--- src/asi_defs.svh ---
`ifndef ASI_DEFS_SVH
`define ASI_DEFS_SVH

//////////////////////////////////////////////////
// Input buffer geometry
//////////////////////////////////////////////////

// Byte entries in the input FIFO
`define ASI_FIFO_DEPTH 16
// Pointer width, depth must stay a power of two
`define ASI_FIFO_AW 4

//////////////////////////////////////////////////
// Line timing and codes
//////////////////////////////////////////////////

// One serial bit per clock, so ten clocks per symbol
`define ASI_SYM_PERIOD 10
// Comma byte, sent with the K flag set
`define ASI_K28_5 8'hBC

// Register offsets in the AXI4-Lite window
`define ASI_REG_CTRL 4'h0
`define ASI_REG_STATUS 4'h4
`define ASI_REG_DATA_CNT 4'h8
`define ASI_REG_COMMA_CNT 4'hC

`endif

--- src/asi_pkg.sv ---
package asi_pkg;

	// One transport-stream byte
	typedef logic [7:0] ts_byte_t;

	// Symbol before encoding
	// Bit 8 is the K flag, bits 7:0 the byte
	typedef logic [8:0] asi_sym_t;

	// Encoded word, bit 0 goes out first
	typedef logic [9:0] code10_t;

	// Running disparity of the 8b10b line
	typedef enum logic {
		RD_NEG,
		RD_POS
	} rd_t;

endpackage

--- src/asi_ctrl_if.sv ---
`timescale 1ns/1ps
`include "asi_defs.svh"

// Control and status between register block and datapath
interface asi_ctrl_if;

	// Control fields from CTRL
	logic enable;
	logic force_comma;
	logic invert;

	// Buffer fill level, 0 up to full depth
	logic [`ASI_FIFO_AW:0] fifo_level;
	// One-cycle pulses, at most one per symbol slot
	logic data_sent;
	logic comma_sent;

	// Register side
	modport regs (
		output enable,
		output force_comma,
		output invert,
		input fifo_level,
		input data_sent,
		input comma_sent
	);

	// Transmit path side
	modport datapath (
		input enable,
		input force_comma,
		input invert,
		output fifo_level,
		output data_sent,
		output comma_sent
	);

endinterface

--- src/asi_regs.sv ---
`timescale 1ns/1ps
`include "asi_defs.svh"

module asi_regs (
	input logic clk,
	input logic rst_n,
	input logic [3:0] axi_awaddr,
	input logic axi_awvalid,
	output logic axi_awready,
	input logic [31:0] axi_wdata,
	input logic [3:0] axi_wstrb,
	input logic axi_wvalid,
	output logic axi_wready,
	output logic [1:0] axi_bresp,
	output logic axi_bvalid,
	input logic axi_bready,
	input logic [3:0] axi_araddr,
	input logic axi_arvalid,
	output logic axi_arready,
	output logic [31:0] axi_rdata,
	output logic [1:0] axi_rresp,
	output logic axi_rvalid,
	input logic axi_rready,
	asi_ctrl_if.regs ctrl
);

	logic wr_en;
	logic rd_en;
	logic wr_start;
	logic [2:0] ctrl_reg;
	logic [31:0] data_cnt;
	logic [31:0] comma_cnt;
	logic [31:0] rd_mux;
	logic fifo_empty;

	//////////////////////////////////////////////////
	// AXI4-Lite handshakes
	//////////////////////////////////////////////////

	// Accept only with both AW and W present and no response pending
	assign wr_start = axi_awvalid && axi_wvalid && !axi_awready && !axi_bvalid;
	assign wr_en = axi_awvalid && axi_awready && axi_wvalid && axi_wready;
	assign rd_en = axi_arvalid && axi_arready;

	// Always OKAY
	assign axi_bresp = 2'b00;
	assign axi_rresp = 2'b00;

	always_ff @(posedge clk) begin
		if (!rst_n) begin
			axi_awready <= 1'b0;
			axi_wready <= 1'b0;
			axi_bvalid <= 1'b0;
		end else begin
			// Single-cycle ready pulse on both channels
			axi_awready <= wr_start;
			axi_wready <= wr_start;
			if (wr_en) begin
				axi_bvalid <= 1'b1;
			end else if (axi_bready) begin
				axi_bvalid <= 1'b0;
			end
		end
	end

	always_ff @(posedge clk) begin
		if (!rst_n) begin
			axi_arready <= 1'b0;
			axi_rvalid <= 1'b0;
		end else begin
			axi_arready <= axi_arvalid && !axi_arready && !axi_rvalid;
			if (rd_en) begin
				axi_rvalid <= 1'b1;
			end else if (axi_rready) begin
				axi_rvalid <= 1'b0;
			end
		end
	end

	// Read data captured with the address
	always_ff @(posedge clk) begin
		if (rd_en) begin
			axi_rdata <= rd_mux;
		end
	end

	//////////////////////////////////////////////////
	// Register file
	//////////////////////////////////////////////////

	assign fifo_empty = (ctrl.fifo_level == '0);

	always_comb begin
		case (axi_araddr)
			`ASI_REG_CTRL: rd_mux = {29'd0, ctrl_reg};
			`ASI_REG_STATUS: rd_mux = {23'd0, fifo_empty, 3'd0, ctrl.fifo_level};
			`ASI_REG_DATA_CNT: rd_mux = data_cnt;
			`ASI_REG_COMMA_CNT: rd_mux = comma_cnt;
			// Holes read as zero
			default: rd_mux = 32'd0;
		endcase
	end

	// CTRL lives in byte lane 0
	always_ff @(posedge clk) begin
		if (!rst_n) begin
			ctrl_reg <= 3'd0;
		end else if (wr_en && axi_awaddr == `ASI_REG_CTRL && axi_wstrb[0]) begin
			ctrl_reg <= axi_wdata[2:0];
		end
	end

	assign ctrl.enable = ctrl_reg[0];
	assign ctrl.force_comma = ctrl_reg[1];
	assign ctrl.invert = ctrl_reg[2];

	// Symbol counters, any write clears
	always_ff @(posedge clk) begin
		if (!rst_n) begin
			data_cnt <= 32'd0;
			comma_cnt <= 32'd0;
		end else begin
			if (wr_en && axi_awaddr == `ASI_REG_DATA_CNT && |axi_wstrb) begin
				data_cnt <= 32'd0;
			end else if (ctrl.data_sent) begin
				data_cnt <= data_cnt + 32'd1;
			end
			if (wr_en && axi_awaddr == `ASI_REG_COMMA_CNT && |axi_wstrb) begin
				comma_cnt <= 32'd0;
			end else if (ctrl.comma_sent) begin
				comma_cnt <= comma_cnt + 32'd1;
			end
		end
	end

	// A response only ever follows an accepted AW and W pair
	a_bvalid_after_write: assert property (@(posedge clk) disable iff (!rst_n)
		$rose(axi_bvalid) |-> $past(wr_en));

endmodule

--- src/ts_fifo.sv ---
`timescale 1ns/1ps
`include "asi_defs.svh"

module ts_fifo (
	input logic clk,
	input logic rst_n,
	input asi_pkg::ts_byte_t wdata,
	input logic push,
	output logic full,
	output asi_pkg::ts_byte_t rdata,
	input logic pop,
	output logic empty,
	output logic [`ASI_FIFO_AW:0] level
);
	import asi_pkg::*;

	ts_byte_t mem [`ASI_FIFO_DEPTH];
	logic [`ASI_FIFO_AW-1:0] wr_ptr;
	logic [`ASI_FIFO_AW-1:0] rd_ptr;

	// Pointers wrap by overflow
	always_ff @(posedge clk) begin
		if (!rst_n) begin
			wr_ptr <= '0;
			rd_ptr <= '0;
			level <= '0;
		end else begin
			if (push) begin
				wr_ptr <= wr_ptr + 1'b1;
			end
			if (pop) begin
				rd_ptr <= rd_ptr + 1'b1;
			end
			// Level moves only when exactly one side is active
			case ({push, pop})
				2'b10: level <= level + 1'b1;
				2'b01: level <= level - 1'b1;
				default: level <= level;
			endcase
		end
	end

	// Storage
	always_ff @(posedge clk) begin
		if (push) begin
			mem[wr_ptr] <= wdata;
		end
	end

	// First-word view, head byte already on rdata
	assign rdata = mem[rd_ptr];
	assign full = (level == `ASI_FIFO_DEPTH);
	assign empty = (level == '0);

	// Producer must honour full
	a_no_overflow: assert property (@(posedge clk) disable iff (!rst_n)
		push |-> !full);
	// Consumer must honour empty
	a_no_underflow: assert property (@(posedge clk) disable iff (!rst_n)
		pop |-> !empty);

endmodule

--- src/asi_encoder_8b10b.sv ---
`timescale 1ns/1ps

module asi_encoder_8b10b (
	input logic clk,
	input logic rst_n,
	input asi_pkg::asi_sym_t sym,
	input logic load,
	output asi_pkg::code10_t code
);
	import asi_pkg::*;

	logic [4:0] x;
	logic [2:0] y;
	logic k;
	logic [5:0] l6;
	logic [3:0] l4;
	logic [5:0] w6;
	logic [3:0] w4;
	logic unbal6;
	logic unbal4;
	logic alt7;
	logic flip4;
	logic [9:0] word;
	rd_t rd;
	rd_t rd_mid;
	rd_t rd_next;
	code10_t code_next;

	function automatic logic [2:0] count_ones(input logic [5:0] v);
		logic [2:0] n;
		n = 3'd0;
		for (int i = 0; i < 6; i++) begin
			n = n + 3'(v[i]);
		end
		return n;
	endfunction

	function automatic rd_t toggle_rd(input rd_t r);
		return (r == RD_NEG) ? RD_POS : RD_NEG;
	endfunction

	// EDCBA and HGF fields
	assign x = sym[4:0];
	assign y = sym[7:5];
	assign k = sym[8];

	//////////////////////////////////////////////////
	// 5b/6b, RD- column, written abcdei
	//////////////////////////////////////////////////

	always_comb begin
		if (k && x == 5'd28) begin
			l6 = 6'b001111;
		end else begin
			case (x)
				5'd0: l6 = 6'b100111;
				5'd1: l6 = 6'b011101;
				5'd2: l6 = 6'b101101;
				5'd3: l6 = 6'b110001;
				5'd4: l6 = 6'b110101;
				5'd5: l6 = 6'b101001;
				5'd6: l6 = 6'b011001;
				5'd7: l6 = 6'b111000;
				5'd8: l6 = 6'b111001;
				5'd9: l6 = 6'b100101;
				5'd10: l6 = 6'b010101;
				5'd11: l6 = 6'b110100;
				5'd12: l6 = 6'b001101;
				5'd13: l6 = 6'b101100;
				5'd14: l6 = 6'b011100;
				5'd15: l6 = 6'b010111;
				5'd16: l6 = 6'b011011;
				5'd17: l6 = 6'b100011;
				5'd18: l6 = 6'b010011;
				5'd19: l6 = 6'b110010;
				5'd20: l6 = 6'b001011;
				5'd21: l6 = 6'b101010;
				5'd22: l6 = 6'b011010;
				5'd23: l6 = 6'b111010;
				5'd24: l6 = 6'b110011;
				5'd25: l6 = 6'b100110;
				5'd26: l6 = 6'b010110;
				5'd27: l6 = 6'b110110;
				5'd28: l6 = 6'b001110;
				5'd29: l6 = 6'b101110;
				5'd30: l6 = 6'b011110;
				default: l6 = 6'b101011;
			endcase
		end
	end

	//////////////////////////////////////////////////
	// Disparity choice and 3b/4b
	//////////////////////////////////////////////////

	always_comb begin
		unbal6 = (count_ones(l6) != 3'd3);
		// D.07 is balanced yet still alternates
		w6 = (rd == RD_POS && (unbal6 || x == 5'd7)) ? ~l6 : l6;
		rd_mid = unbal6 ? toggle_rd(rd) : rd;

		// Alternate x.7 avoids a run of five in the joint
		alt7 = k || (rd_mid == RD_NEG && (x == 5'd17 || x == 5'd18 || x == 5'd20))
			|| (rd_mid == RD_POS && (x == 5'd11 || x == 5'd13 || x == 5'd14));

		// RD- column, written fghj
		case (y)
			3'd0: l4 = 4'b1011;
			3'd1: l4 = 4'b1001;
			3'd2: l4 = 4'b0101;
			3'd3: l4 = 4'b1100;
			3'd4: l4 = 4'b1101;
			3'd5: l4 = 4'b1010;
			3'd6: l4 = 4'b0110;
			default: l4 = alt7 ? 4'b0111 : 4'b1110;
		endcase
		unbal4 = (count_ones({2'b00, l4}) != 3'd2);

		// Control codes use the mirrored balanced forms for y 1, 2, 5 and 6
		if (k) begin
			flip4 = (rd_mid == RD_POS)
				^ (y == 3'd1 || y == 3'd2 || y == 3'd5 || y == 3'd6);
		end else begin
			flip4 = (rd_mid == RD_POS) && (unbal4 || y == 3'd3);
		end
		w4 = flip4 ? ~l4 : l4;
		rd_next = unbal4 ? toggle_rd(rd_mid) : rd_mid;

		// a ends up in bit 0, first on the line
		word = {w6, w4};
		for (int i = 0; i < 10; i++) begin
			code_next[i] = word[9 - i];
		end
	end

	// Zero word until the first load
	always_ff @(posedge clk) begin
		if (!rst_n) begin
			rd <= RD_NEG;
			code <= '0;
		end else if (load) begin
			rd <= rd_next;
			code <= code_next;
		end
	end

	// Word weight and the disparity it leaves behind agree
	a_code_weight: assert property (@(posedge clk) disable iff (!rst_n)
		load |=> ($countones(code) inside {4, 5, 6})
			&& ($countones(code) != 6 || rd == RD_POS)
			&& ($countones(code) != 4 || rd == RD_NEG));

endmodule

--- src/asi_serializer.sv ---
`timescale 1ns/1ps
`include "asi_defs.svh"

module asi_serializer (
	input logic clk,
	input logic rst_n,
	input asi_pkg::code10_t code,
	input logic invert,
	output logic sym_tick,
	output logic out_p,
	output logic out_n
);
	import asi_pkg::*;

	localparam int CNT_W = $clog2(`ASI_SYM_PERIOD);

	logic [CNT_W-1:0] cnt;
	code10_t shreg;
	logic line_bit;

	// Symbol pacer
	always_ff @(posedge clk) begin
		if (!rst_n) begin
			cnt <= '0;
		end else if (cnt == CNT_W'(`ASI_SYM_PERIOD - 1)) begin
			cnt <= '0;
		end else begin
			cnt <= cnt + 1'b1;
		end
	end

	// Slot start, first cycle out of reset included
	assign sym_tick = (cnt == '0);

	// LSB first
	assign line_bit = shreg[0] ^ invert;

	always_ff @(posedge clk) begin
		if (!rst_n) begin
			shreg <= '0;
			out_p <= 1'b0;
			out_n <= 1'b1;
		end else begin
			if (sym_tick) begin
				shreg <= code;
			end else begin
				shreg <= {1'b0, shreg[9:1]};
			end
			// Registered pair, always complementary
			out_p <= line_bit;
			out_n <= ~line_bit;
		end
	end

	a_tick_period: assert property (@(posedge clk) disable iff (!rst_n)
		sym_tick |=> (!sym_tick) [*(`ASI_SYM_PERIOD - 1)] ##1 sym_tick);

endmodule

--- src/asi_tx.sv ---
`timescale 1ns/1ps
`include "asi_defs.svh"

module asi_tx (
	input logic clk,
	input logic rst_n,
	input logic [3:0] axi_awaddr,
	input logic axi_awvalid,
	output logic axi_awready,
	input logic [31:0] axi_wdata,
	input logic [3:0] axi_wstrb,
	input logic axi_wvalid,
	output logic axi_wready,
	output logic [1:0] axi_bresp,
	output logic axi_bvalid,
	input logic axi_bready,
	input logic [3:0] axi_araddr,
	input logic axi_arvalid,
	output logic axi_arready,
	output logic [31:0] axi_rdata,
	output logic [1:0] axi_rresp,
	output logic axi_rvalid,
	input logic axi_rready,
	input asi_pkg::ts_byte_t ts_data,
	input logic ts_valid,
	output logic ts_ready,
	output logic asi_out_p,
	output logic asi_out_n
);
	import asi_pkg::*;

	asi_ctrl_if ctrl_if ();

	ts_byte_t fifo_rdata;
	logic fifo_push;
	logic fifo_pop;
	logic fifo_full;
	logic fifo_empty;
	logic [`ASI_FIFO_AW:0] fifo_level;
	logic sym_tick;
	asi_sym_t sym;
	code10_t code;

	// Register block, AXI ports match by name
	asi_regs regs_i (
		.*,
		.ctrl(ctrl_if.regs)
	);

	//////////////////////////////////////////////////
	// Input buffer
	//////////////////////////////////////////////////

	// Back-pressure holds the byte at the source
	assign ts_ready = !fifo_full;
	assign fifo_push = ts_valid && ts_ready;

	ts_fifo fifo_i (
		.clk(clk),
		.rst_n(rst_n),
		.wdata(ts_data),
		.push(fifo_push),
		.full(fifo_full),
		.rdata(fifo_rdata),
		.pop(fifo_pop),
		.empty(fifo_empty),
		.level(fifo_level)
	);

	//////////////////////////////////////////////////
	// Symbol select
	//////////////////////////////////////////////////

	// Data only when enabled, not forced and something is buffered
	assign fifo_pop = sym_tick && ctrl_if.enable && !ctrl_if.force_comma && !fifo_empty;
	// Otherwise fill the slot with a comma
	assign sym = fifo_pop ? {1'b0, fifo_rdata} : {1'b1, `ASI_K28_5};

	assign ctrl_if.data_sent = fifo_pop;
	assign ctrl_if.comma_sent = sym_tick && !fifo_pop;
	assign ctrl_if.fifo_level = fifo_level;

	// Encoded word is ready one cycle after the tick
	asi_encoder_8b10b enc_i (
		.clk(clk),
		.rst_n(rst_n),
		.sym(sym),
		.load(sym_tick),
		.code(code)
	);

	// Picks the word up at the following tick
	asi_serializer ser_i (
		.clk(clk),
		.rst_n(rst_n),
		.code(code),
		.invert(ctrl_if.invert),
		.sym_tick(sym_tick),
		.out_p(asi_out_p),
		.out_n(asi_out_n)
	);

endmodule

--- config.mk ---
export PLATFORM = sky130hd
export DESIGN_NAME = asi_tx
export DESIGN_NICKNAME = d
export VERILOG_FILES = /design/src/asi_pkg.sv /design/src/asi_ctrl_if.sv /design/src/asi_regs.sv /design/src/ts_fifo.sv /design/src/asi_encoder_8b10b.sv /design/src/asi_serializer.sv /design/src/asi_tx.sv
export VERILOG_INCLUDE_DIRS = /design/src
export SDC_FILE = /design/constraint.sdc
export NUM_CORES = 1
export LEC_CHECK = 0
export BUFFER_PORTS_ARGS = -buffer_cell sky130_fd_sc_hd__buf_2
export CAP_MARGIN = 5
export CORE_MARGIN = 2
export CORE_UTILIZATION = 50
export DETAILED_ROUTE_END_ITERATION = 16
export PLACE_DENSITY = 0.67
export SYNTH_ARGS = -nofsm -noshare
export SYNTH_HDL_FRONTEND = slang
export SYNTH_SLANG_ARGS = --single-unit
--- constraint.sdc ---
create_clock -name clk -period 9.95 [get_ports clk]
set_input_delay 2.985 -clock clk [delete_from_list [all_inputs] [get_ports clk]]
set_output_delay 2.985 -clock clk [all_outputs]
set_load 0.02 [all_outputs]
Yosys cells after proc, flatten, opt, wreduce, memory -nomap -nowiden
Memory sizes are Yosys's and may differ from the RTL's. A register that Yosys moved wholly into a read port is not among the register bits. Cells that the tools add are included.

$add $sub $neg: 15. Equal/unequal tests: 25. Muxes and demuxes: 22. Bitwise operators: 7. Reduce and logical (&&, ||, !) cells: 57.

Operator list (count): one-hot mux 32 bit (4 select lines) (1); adder 32 x 1 -> 32 bit (second input constant) (2); one-hot mux 4 bit (7 select lines) (1); equality test 5 bit (second input constant) (5); logical AND 1 bit (25); equality test 4 bit (second input constant) (5); adder 3 x 1 -> 3 bit (6); 2-to-1 mux 9 bit (2); 2-to-1 mux 4 bit (4); equality test 5 x 4 -> 1 bit (second input constant) (3); adder 4 x 1 -> 4 bit (second input constant) (3); zero test 4 bit (3); 2-to-1 mux 6 bit (2); logical OR 1 bit (11); 2-to-1 mux 1 bit (11); one-hot mux 5 bit (2 select lines) (1); equality test 3 bit (second input constant) (3); zero test 1 bit (8); equality test 3 x 2 -> 1 bit (second input constant) (2); inequality test 3 x 2 -> 1 bit (second input constant) (2); NOT 6 bit (1); nonzero test 2 bit (3); OR reduction 2 bit (3); adder 5 x 1 -> 5 bit (second input constant) (1); other kinds (14) (18).

Input bits: 60. Word-level logic and storage cells: 146. ROM bits: 192. Memories: 2. RAM bits: 128. Register bits after elaboration: 143.

Memory list: (no name shown) (words 32, bits a word 6, read ports 1, clocked after Yosys merged registers in 0, write ports 0, line asi_encoder_8b10b.sv:55) `case (x)`; fifo_i.mem (words 16, bits a word 8, read ports 1, clocked after Yosys merged registers in 1, write ports 1, line ts_fifo.sv:17) `` ts_byte_t mem [`ASI_FIFO_DEPTH]; ``.

Logic depth before layout (Yosys ltp)
Gate-level depths: netlist of the first run.

Depth after elaboration: 29. Depth in mapped cells: 35. Mapped depth without buffers: 33.

Hierarchy
From an unflattened synthesis of the first run, not the netlist that was laid out.

Cells, all modules: 1011. Area, all modules: 12717.2 um^2.

By module, submodules not included: ts_fifo (times used 1, area an instance 5871.9 um^2, cells an instance 313); asi_regs (times used 1, area an instance 4732.0 um^2, cells an instance 471); asi_encoder_8b10b (times used 1, area an instance 1375.1 um^2, cells an instance 153); asi_serializer (times used 1, area an instance 643.1 um^2, cells an instance 59); asi_tx (times used 1, area an instance 95.1 um^2, cells an instance 15).

Least setup slack after synthesis of the first run
No wires, ideal clock.

Path type: register to register. Start: register (tool-made name). End: register enc_i.code[6]. Slack: 2.760 ns. Data required time: 9.877 ns. Stages on the path, launching flop included: 31. Buffers on the path: 2. Data arrival time: 7.117 ns. Path through: dfxtp_1 -> buf_6 -> mux4_1 -> mux2_2 -> a21oi_2 -> or2b_4 -> inv_2 -> ha_1 -> nor4_1 -> a311o_1 -> a22oi_2 -> ha_1 -> fa_1 -> inv_1 -> fa_1 -> inv_1 -> fa_1 -> or3b_2 -> clkbuf_1 -> xor2_1 -> nor4_1 -> a32oi_1 -> o21ai_0 -> ha_1 -> fa_1 -> ha_1 -> nand2_1 -> a21oi_1 -> o31ai_4 -> a311o_1 -> nor3_2.

RTL lines: end signal: assignment (line asi_encoder_8b10b.sv:143) `code <= code_next;`; end: declaration (line asi_encoder_8b10b.sv:8) `output asi_pkg::code10_t code`.

==> flow_summary.ini, run 1 <==
[run_status]
status = complete, no violations

[place]
gp_congestion = 0.830
io_buffers = 70
place_ws_ns = 1.62
hpwl_um = 15800
placed_area_um2 = 13000

[finish]
regMostFlops = fifo_i.mem
area_delta_synth_final_pct = 12.7
most-common-layout-cells = edfxtp_1 (160), nor2_1 (130), dfxtp_1 (115)
stdcell_area_um2 = 14000
layout.nets = 1180
num-fill-cells = 1978
diodes = 0
layout-drive-gt1-share_pct = 17.8
layout_commonest_cell = edfxtp_1
largest_reg_flops = 128
multiInputGateArea_um2 = 4920
seq_area_um2 = 7110

[yosys]
post_synth_inst_count = 1029
synth.distinct_cells = 80
seq_area_frac_synth_pct = 57.3
avgSynthCellArea_um2 = 12.1
ys.flop_type = edfxtp_1
synth_edf_count = 160
async_reset_ff_share_pct = 0
synth-seq-cells = 275
synth_area_um2 = 12400
ys_warn_count = 0

[clock_network]
cts_tree = yes
cts_setup_buffers = 0
cts_made_buffers = 29
cts.sinks = 275
clk_pin_slew_ns = 0.06
htree_levels = 1
ctsHoldBuffers = 0
clockRootBuffer = clkbuf_16
clockBufferDepth = 3
clk-insertion-delay-late_ns = 0.54
cts.repair.resized = 0

[floorplanning]
io_pins = 104
dieArea_um2 = 26100
num_rows = 57
die_y_um = 162
core_region_area_um2 = 24300
start_util_pct = 51.0
die_w_um = 162

[routing]
wl_met2_um = 11100
firstDrtPassIters = 5
drt-met1-wl_um = 11600
vias = 7904
viasPerCell = 5.49
wl_met3_um = 1200
drc = 0
highest_layer = met4
drtAntennaViolNets = 0
drt-total-wl_um = 24200
drt_iter0_markers = 636
wl_per_cell_um = 16.8

[setup_path]
cp_max_fo = 18
crit_slowest_cell = dfxtp_1
cp_data_arrival_time_ns = 8.81
reg2regPathDepth = 29
crit_path_start_kind = flip-flop
cp-end-kind = flip-flop
critPathKind = flip-flop to flip-flop
cp.required_ns = 10.41
slowest_delay_ns = 0.85

[sta]
skew_ns = 0.0160
min_period_over_period_pct = 83.9
grt_setup_unrepaired = no
layout_setup_ws_ns = 1.60
clock.fmax_ghz = 0.120
drv_slew = 0
finalHoldViolations = 0
fin_crit_ns = 8.35
setup_tns_ns = 0
slew_headroom_pct = 19.1
worst_pin_slew_ns = 1.21
setup_viol = 0
whs_ns = 0.436

[power]
pwr-share-comb_pct = 4.8
pwr-share-clk_pct = 44.7
p_sw_uw = 507
switching_share_pct = 20.7
pwr_density_cell_nw_per_um2 = 176
total_leakage_power_uw = 0.00491
pwr-share-seq_pct = 50.5
vdd_drop_max_mv = 0.142
finalPower_uw = 2460
p_int_uw = 1950

[min_path]
hold_class = flip-flop to flip-flop
holdCritStartpoint = ser_i.shreg[4]
min_path_cells = 2

[global_route]
overflow = 0
grt_max_degree = 38
antenna_found_initial = 0
grt_usage_pct = 18.8
grt_pass1_vias = 7608
grt_pass1_wl_um = 39400

[run]
maxCapViolCount = 0
==> Yosys cell counts, drive strengths merged (5+ instances only) <==
library cell	instances	area (um^2)
a211oi	6	45.0
a22oi	5	47.5
fa	5	100
inv	33	124
or2	5	31.3
mux2i	17	170
buf	26	209
or3	11	68.8
nor2	131	492
mux2	10	113
a21oi	42	214
nor3	17	90.1
nand2b	8	50.1
ha	22	275
o21ai	26	130
xnor2	33	289
clkbuf	25	93.8
xor2	43	377
nor4	9	68.8
nand4	15	93.8
dfxtp	115	2300
and2	11	68.8
nand3	31	160
and3	13	81.3
nand2	80	303
edfxtp	160	4800
a22o	27	236
or4	5	45.0
nor2b	9	56.3
mux4	31	721
==> per-layer routing <==
metal	GRT usage [%]	vias up
li1	-	3879
met1	26.8	3834
met2	30.9	168
met3	2.88	23
met4	3.81	0
met5	0	-
==> critical path: cells and delay by family, from the launching register on <==
family                     cells  cell delay [ns]
xor gates and xnor gates       1             0.36
muxes                          1             0.54
DFF                            1             0.85
and+or+nand+nor                6             1.38
buffers and inverters          4             0.61
adders and majority gates      8             2.60
AOI/OAI and AO/OA              9             1.94
==> worst paths after layout <==
path / to / slack [ns]
worst max register to register: enc_i.code[6] / 1.60
worst max-delay path: enc_i.code[6] / 1.60
worst min-delay path: ser_i.shreg[3] / 0.44
worst min register to register: ser_i.shreg[3] / 0.44
==> power by group through the flow <==
stage	Sequential, uW	Combinational, uW	Clock, uW
floorplan	1270	78.6	0
global placement	1260	117	0
detailed placement	1260	119	0
CTS	1240	120	1120
global route	1240	134	1170
finish	1240	119	1100
==> metrics by stage <==
step	utilization, %	cells
after global routing	57.5	1439
after CTS	57.5	1439
after global placement	53.4	1386
final	57.5	1439
after floorplan	-	1032
after detailed placement	53.4	1386
==> area by class of cell <==
class | count | area share, %
clock inverters | 8 | 0.823
repair buffers | 81 | 3.10
inverters | 33 | 0.886
well taps | 324 | 2.90
multi-input cells | 673 | 35.2
flip-flops and latches | 275 | 50.8
clock buffers | 45 | 6.29
==> cells by family after synthesis <==
| logic type | Yosys count | synth area share [%] |
|---|---|---|
| AND/OR/NAND/NOR | 360 | 14.0 |
| flip-flops | 275 | 57.3 |
| AO/OA/AOI/OAI | 148 | 8.74 |
| buffers and inverters | 84 | 3.44 |
| XOR/XNOR | 76 | 5.36 |
| multiplexers | 58 | 8.09 |
| adder cells (fa/ha/maj) | 27 | 3.03 |
| other | 1 | 0.0302 |
Power figures use the tool's default switching activity.
==> run 2, diff against run 1 <==
==> constraint.sdc (replaced) <==
create_clock -name clk -period 8.2 [get_ports clk]
set_input_delay 2.46 -clock clk [delete_from_list [all_inputs] [get_ports clk]]
set_output_delay 2.46 -clock clk [all_outputs]
set_load 0.02 [all_outputs]
==> flow_summary.ini, run 2 (synthesis results as in run 1) <==
[sta]
min_period_over_period_pct = 93.6
skew_ns = 0.0217
setup_viol = 0
clock.fmax_ghz = 0.130
finalHoldViolations = 0
fin_crit_ns = 7.68
slew_headroom_pct = 17.0
drv_slew = 0
grt_setup_unrepaired = no
setup_tns_ns = 0
worst_pin_slew_ns = 1.24

[power]
p_int_uw = 2380
switching_share_pct = 20.8
total_leakage_power_uw = 0.00496
pwr_density_cell_nw_per_um2 = 214
finalPower_uw = 3010
pwr-share-clk_pct = 45.2
pwr-share-comb_pct = 4.8
pwr-share-seq_pct = 50.0
vdd_drop_max_mv = 0.168
p_sw_uw = 625

[place]
io_buffers = 70
gp_congestion = 0.845
hpwl_um = 16200
placed_cells = 1388

[finish]
seq_area_um2 = 7110
most-common-layout-cells = edfxtp_1 (160), nor2_1 (130), dfxtp_1 (113)
layout.nets = 1181
multiInputGateArea_um2 = 4930
instances_no_fill = 1441
num-fill-cells = 1985
area_delta_synth_final_pct = 13.5
layout-drive-gt1-share_pct = 18.9
regMostFlops = fifo_i.mem
largest_reg_flops = 128
layout_commonest_cell = edfxtp_1

[clock_network]
clk-insertion-delay-late_ns = 0.54
clk_pin_slew_ns = 0.06
htree_levels = 1
clockBufferDepth = 3
clockRootBuffer = clkbuf_16
cts.sinks = 275
cts_setup_buffers = 0
ctsHoldBuffers = 0
cts_made_buffers = 28
cts_tree = yes

[setup_path]
cp_data_arrival_time_ns = 8.15
r2r_setup_slack_ns = 0.52
critPathKind = flip-flop to flip-flop
slowest_delay_ns = 0.59
crit_path_start_kind = flip-flop
cp.required_ns = 8.68
cp_max_fo = 32
cp-end-kind = flip-flop
crit_slowest_cell = mux4_1

[global_route]
antenna_found_initial = 1
grt_pass1_vias = 7600
grt_max_degree = 38
grt_pass1_wl_um = 40200
overflow = 0
grt_usage_pct = 19.2

[floorplanning]
start_util_pct = 51.0
io_pins = 104
die_w_um = 162
die_y_um = 162
num_rows = 57
dieArea_um2 = 26100
core_region_area_um2 = 24300

[routing]
drt-total-wl_um = 25000
drt_iter0_markers = 587
firstDrtPassIters = 5
vias = 7939
wl_per_cell_um = 17.3
viasPerCell = 5.51
drtAntennaViolNets = 0
drc = 0

[run_status]
status = complete, no violations

[run]
maxCapViolCount = 0

[min_path]
hold_class = flip-flop to flip-flop
run 2: worst paths after layout:
kind	end	depth (start not counted)	start
max	enc_i.code[6]	30	flip-flop
min	ser_i.shreg[8]	2	ser_i.shreg[9]
max reg2reg	enc_i.code[6]	30	flip-flop
min reg2reg	ser_i.shreg[8]	2	ser_i.shreg[9]
run 2: stage by stage:
step | util, % | cell area [um^2] | hold slack (ns) | setup slack [ns]
after floorplan | - | 12400 | 0.422 | 1.01
after global routing | 57.9 | 14100 | 0.453 | 0.0639
after CTS | 57.8 | 14100 | 0.439 | 0.220
final | 57.9 | 14100 | 0.429 | 0.525
after global placement | 53.6 | 13000 | 0.421 | 0.389
after detailed placement | 53.6 | 13000 | 0.434 | 0.308
run 2: critical path: cells and delay by family, from the launching register on:
family / cells / cell delay [ns]
muxes: 2 / 0.88
and+or+nand+nor: 7 / 1.49
AOI/OAI and AO/OA: 8 / 1.63
xor gates and xnor gates: 1 / 0.29
DFF: 1 / 0.36
buffers and inverters: 4 / 0.43
adders and majority gates: 8 / 2.51
run 2: timing repair:
| item | CTS | global route |
|---|---|---|
| setup endpoints to repair | 0 | 5 |
| resized for setup | 0 | 6 |
| endpoints found under the hold margin | 0 | 0 |
run 2: cell type report:
type / instances / area share, %
clock inverter: 9 / 0.746
tap: 324 / 2.88
sequential: 275 / 50.5
clock buffer: 43 / 6.61
antenna: 1 / 0.0178
timing repair buffer: 83 / 3.36
inverter: 33 / 0.880
multi-input combinational: 673 / 35.0
run 2: power groups by stage:
| stage | clock, uW | combinational (uW) | sequential [uW] |
|---|---|---|---|
| 2_1_floorplan | 0 | 95.4 | 1540 |
| 4_1_cts | 1380 | 146 | 1500 |
| 3_3_place_gp | 0 | 142 | 1530 |
| 3_5_place_dp | 0 | 145 | 1530 |
| 6_report | 1360 | 145 | 1500 |
| 5_1_grt | 1450 | 162 | 1510 |
run 2: layer usage:
metal,track usage (%),vias to the layer above,routed length (um)
met3,2.85,29,1240
met4,4.50,0,387
li1,-,3881,-
met1,27.4,3851,11700
met5,0,-,0
met2,31.4,178,11700
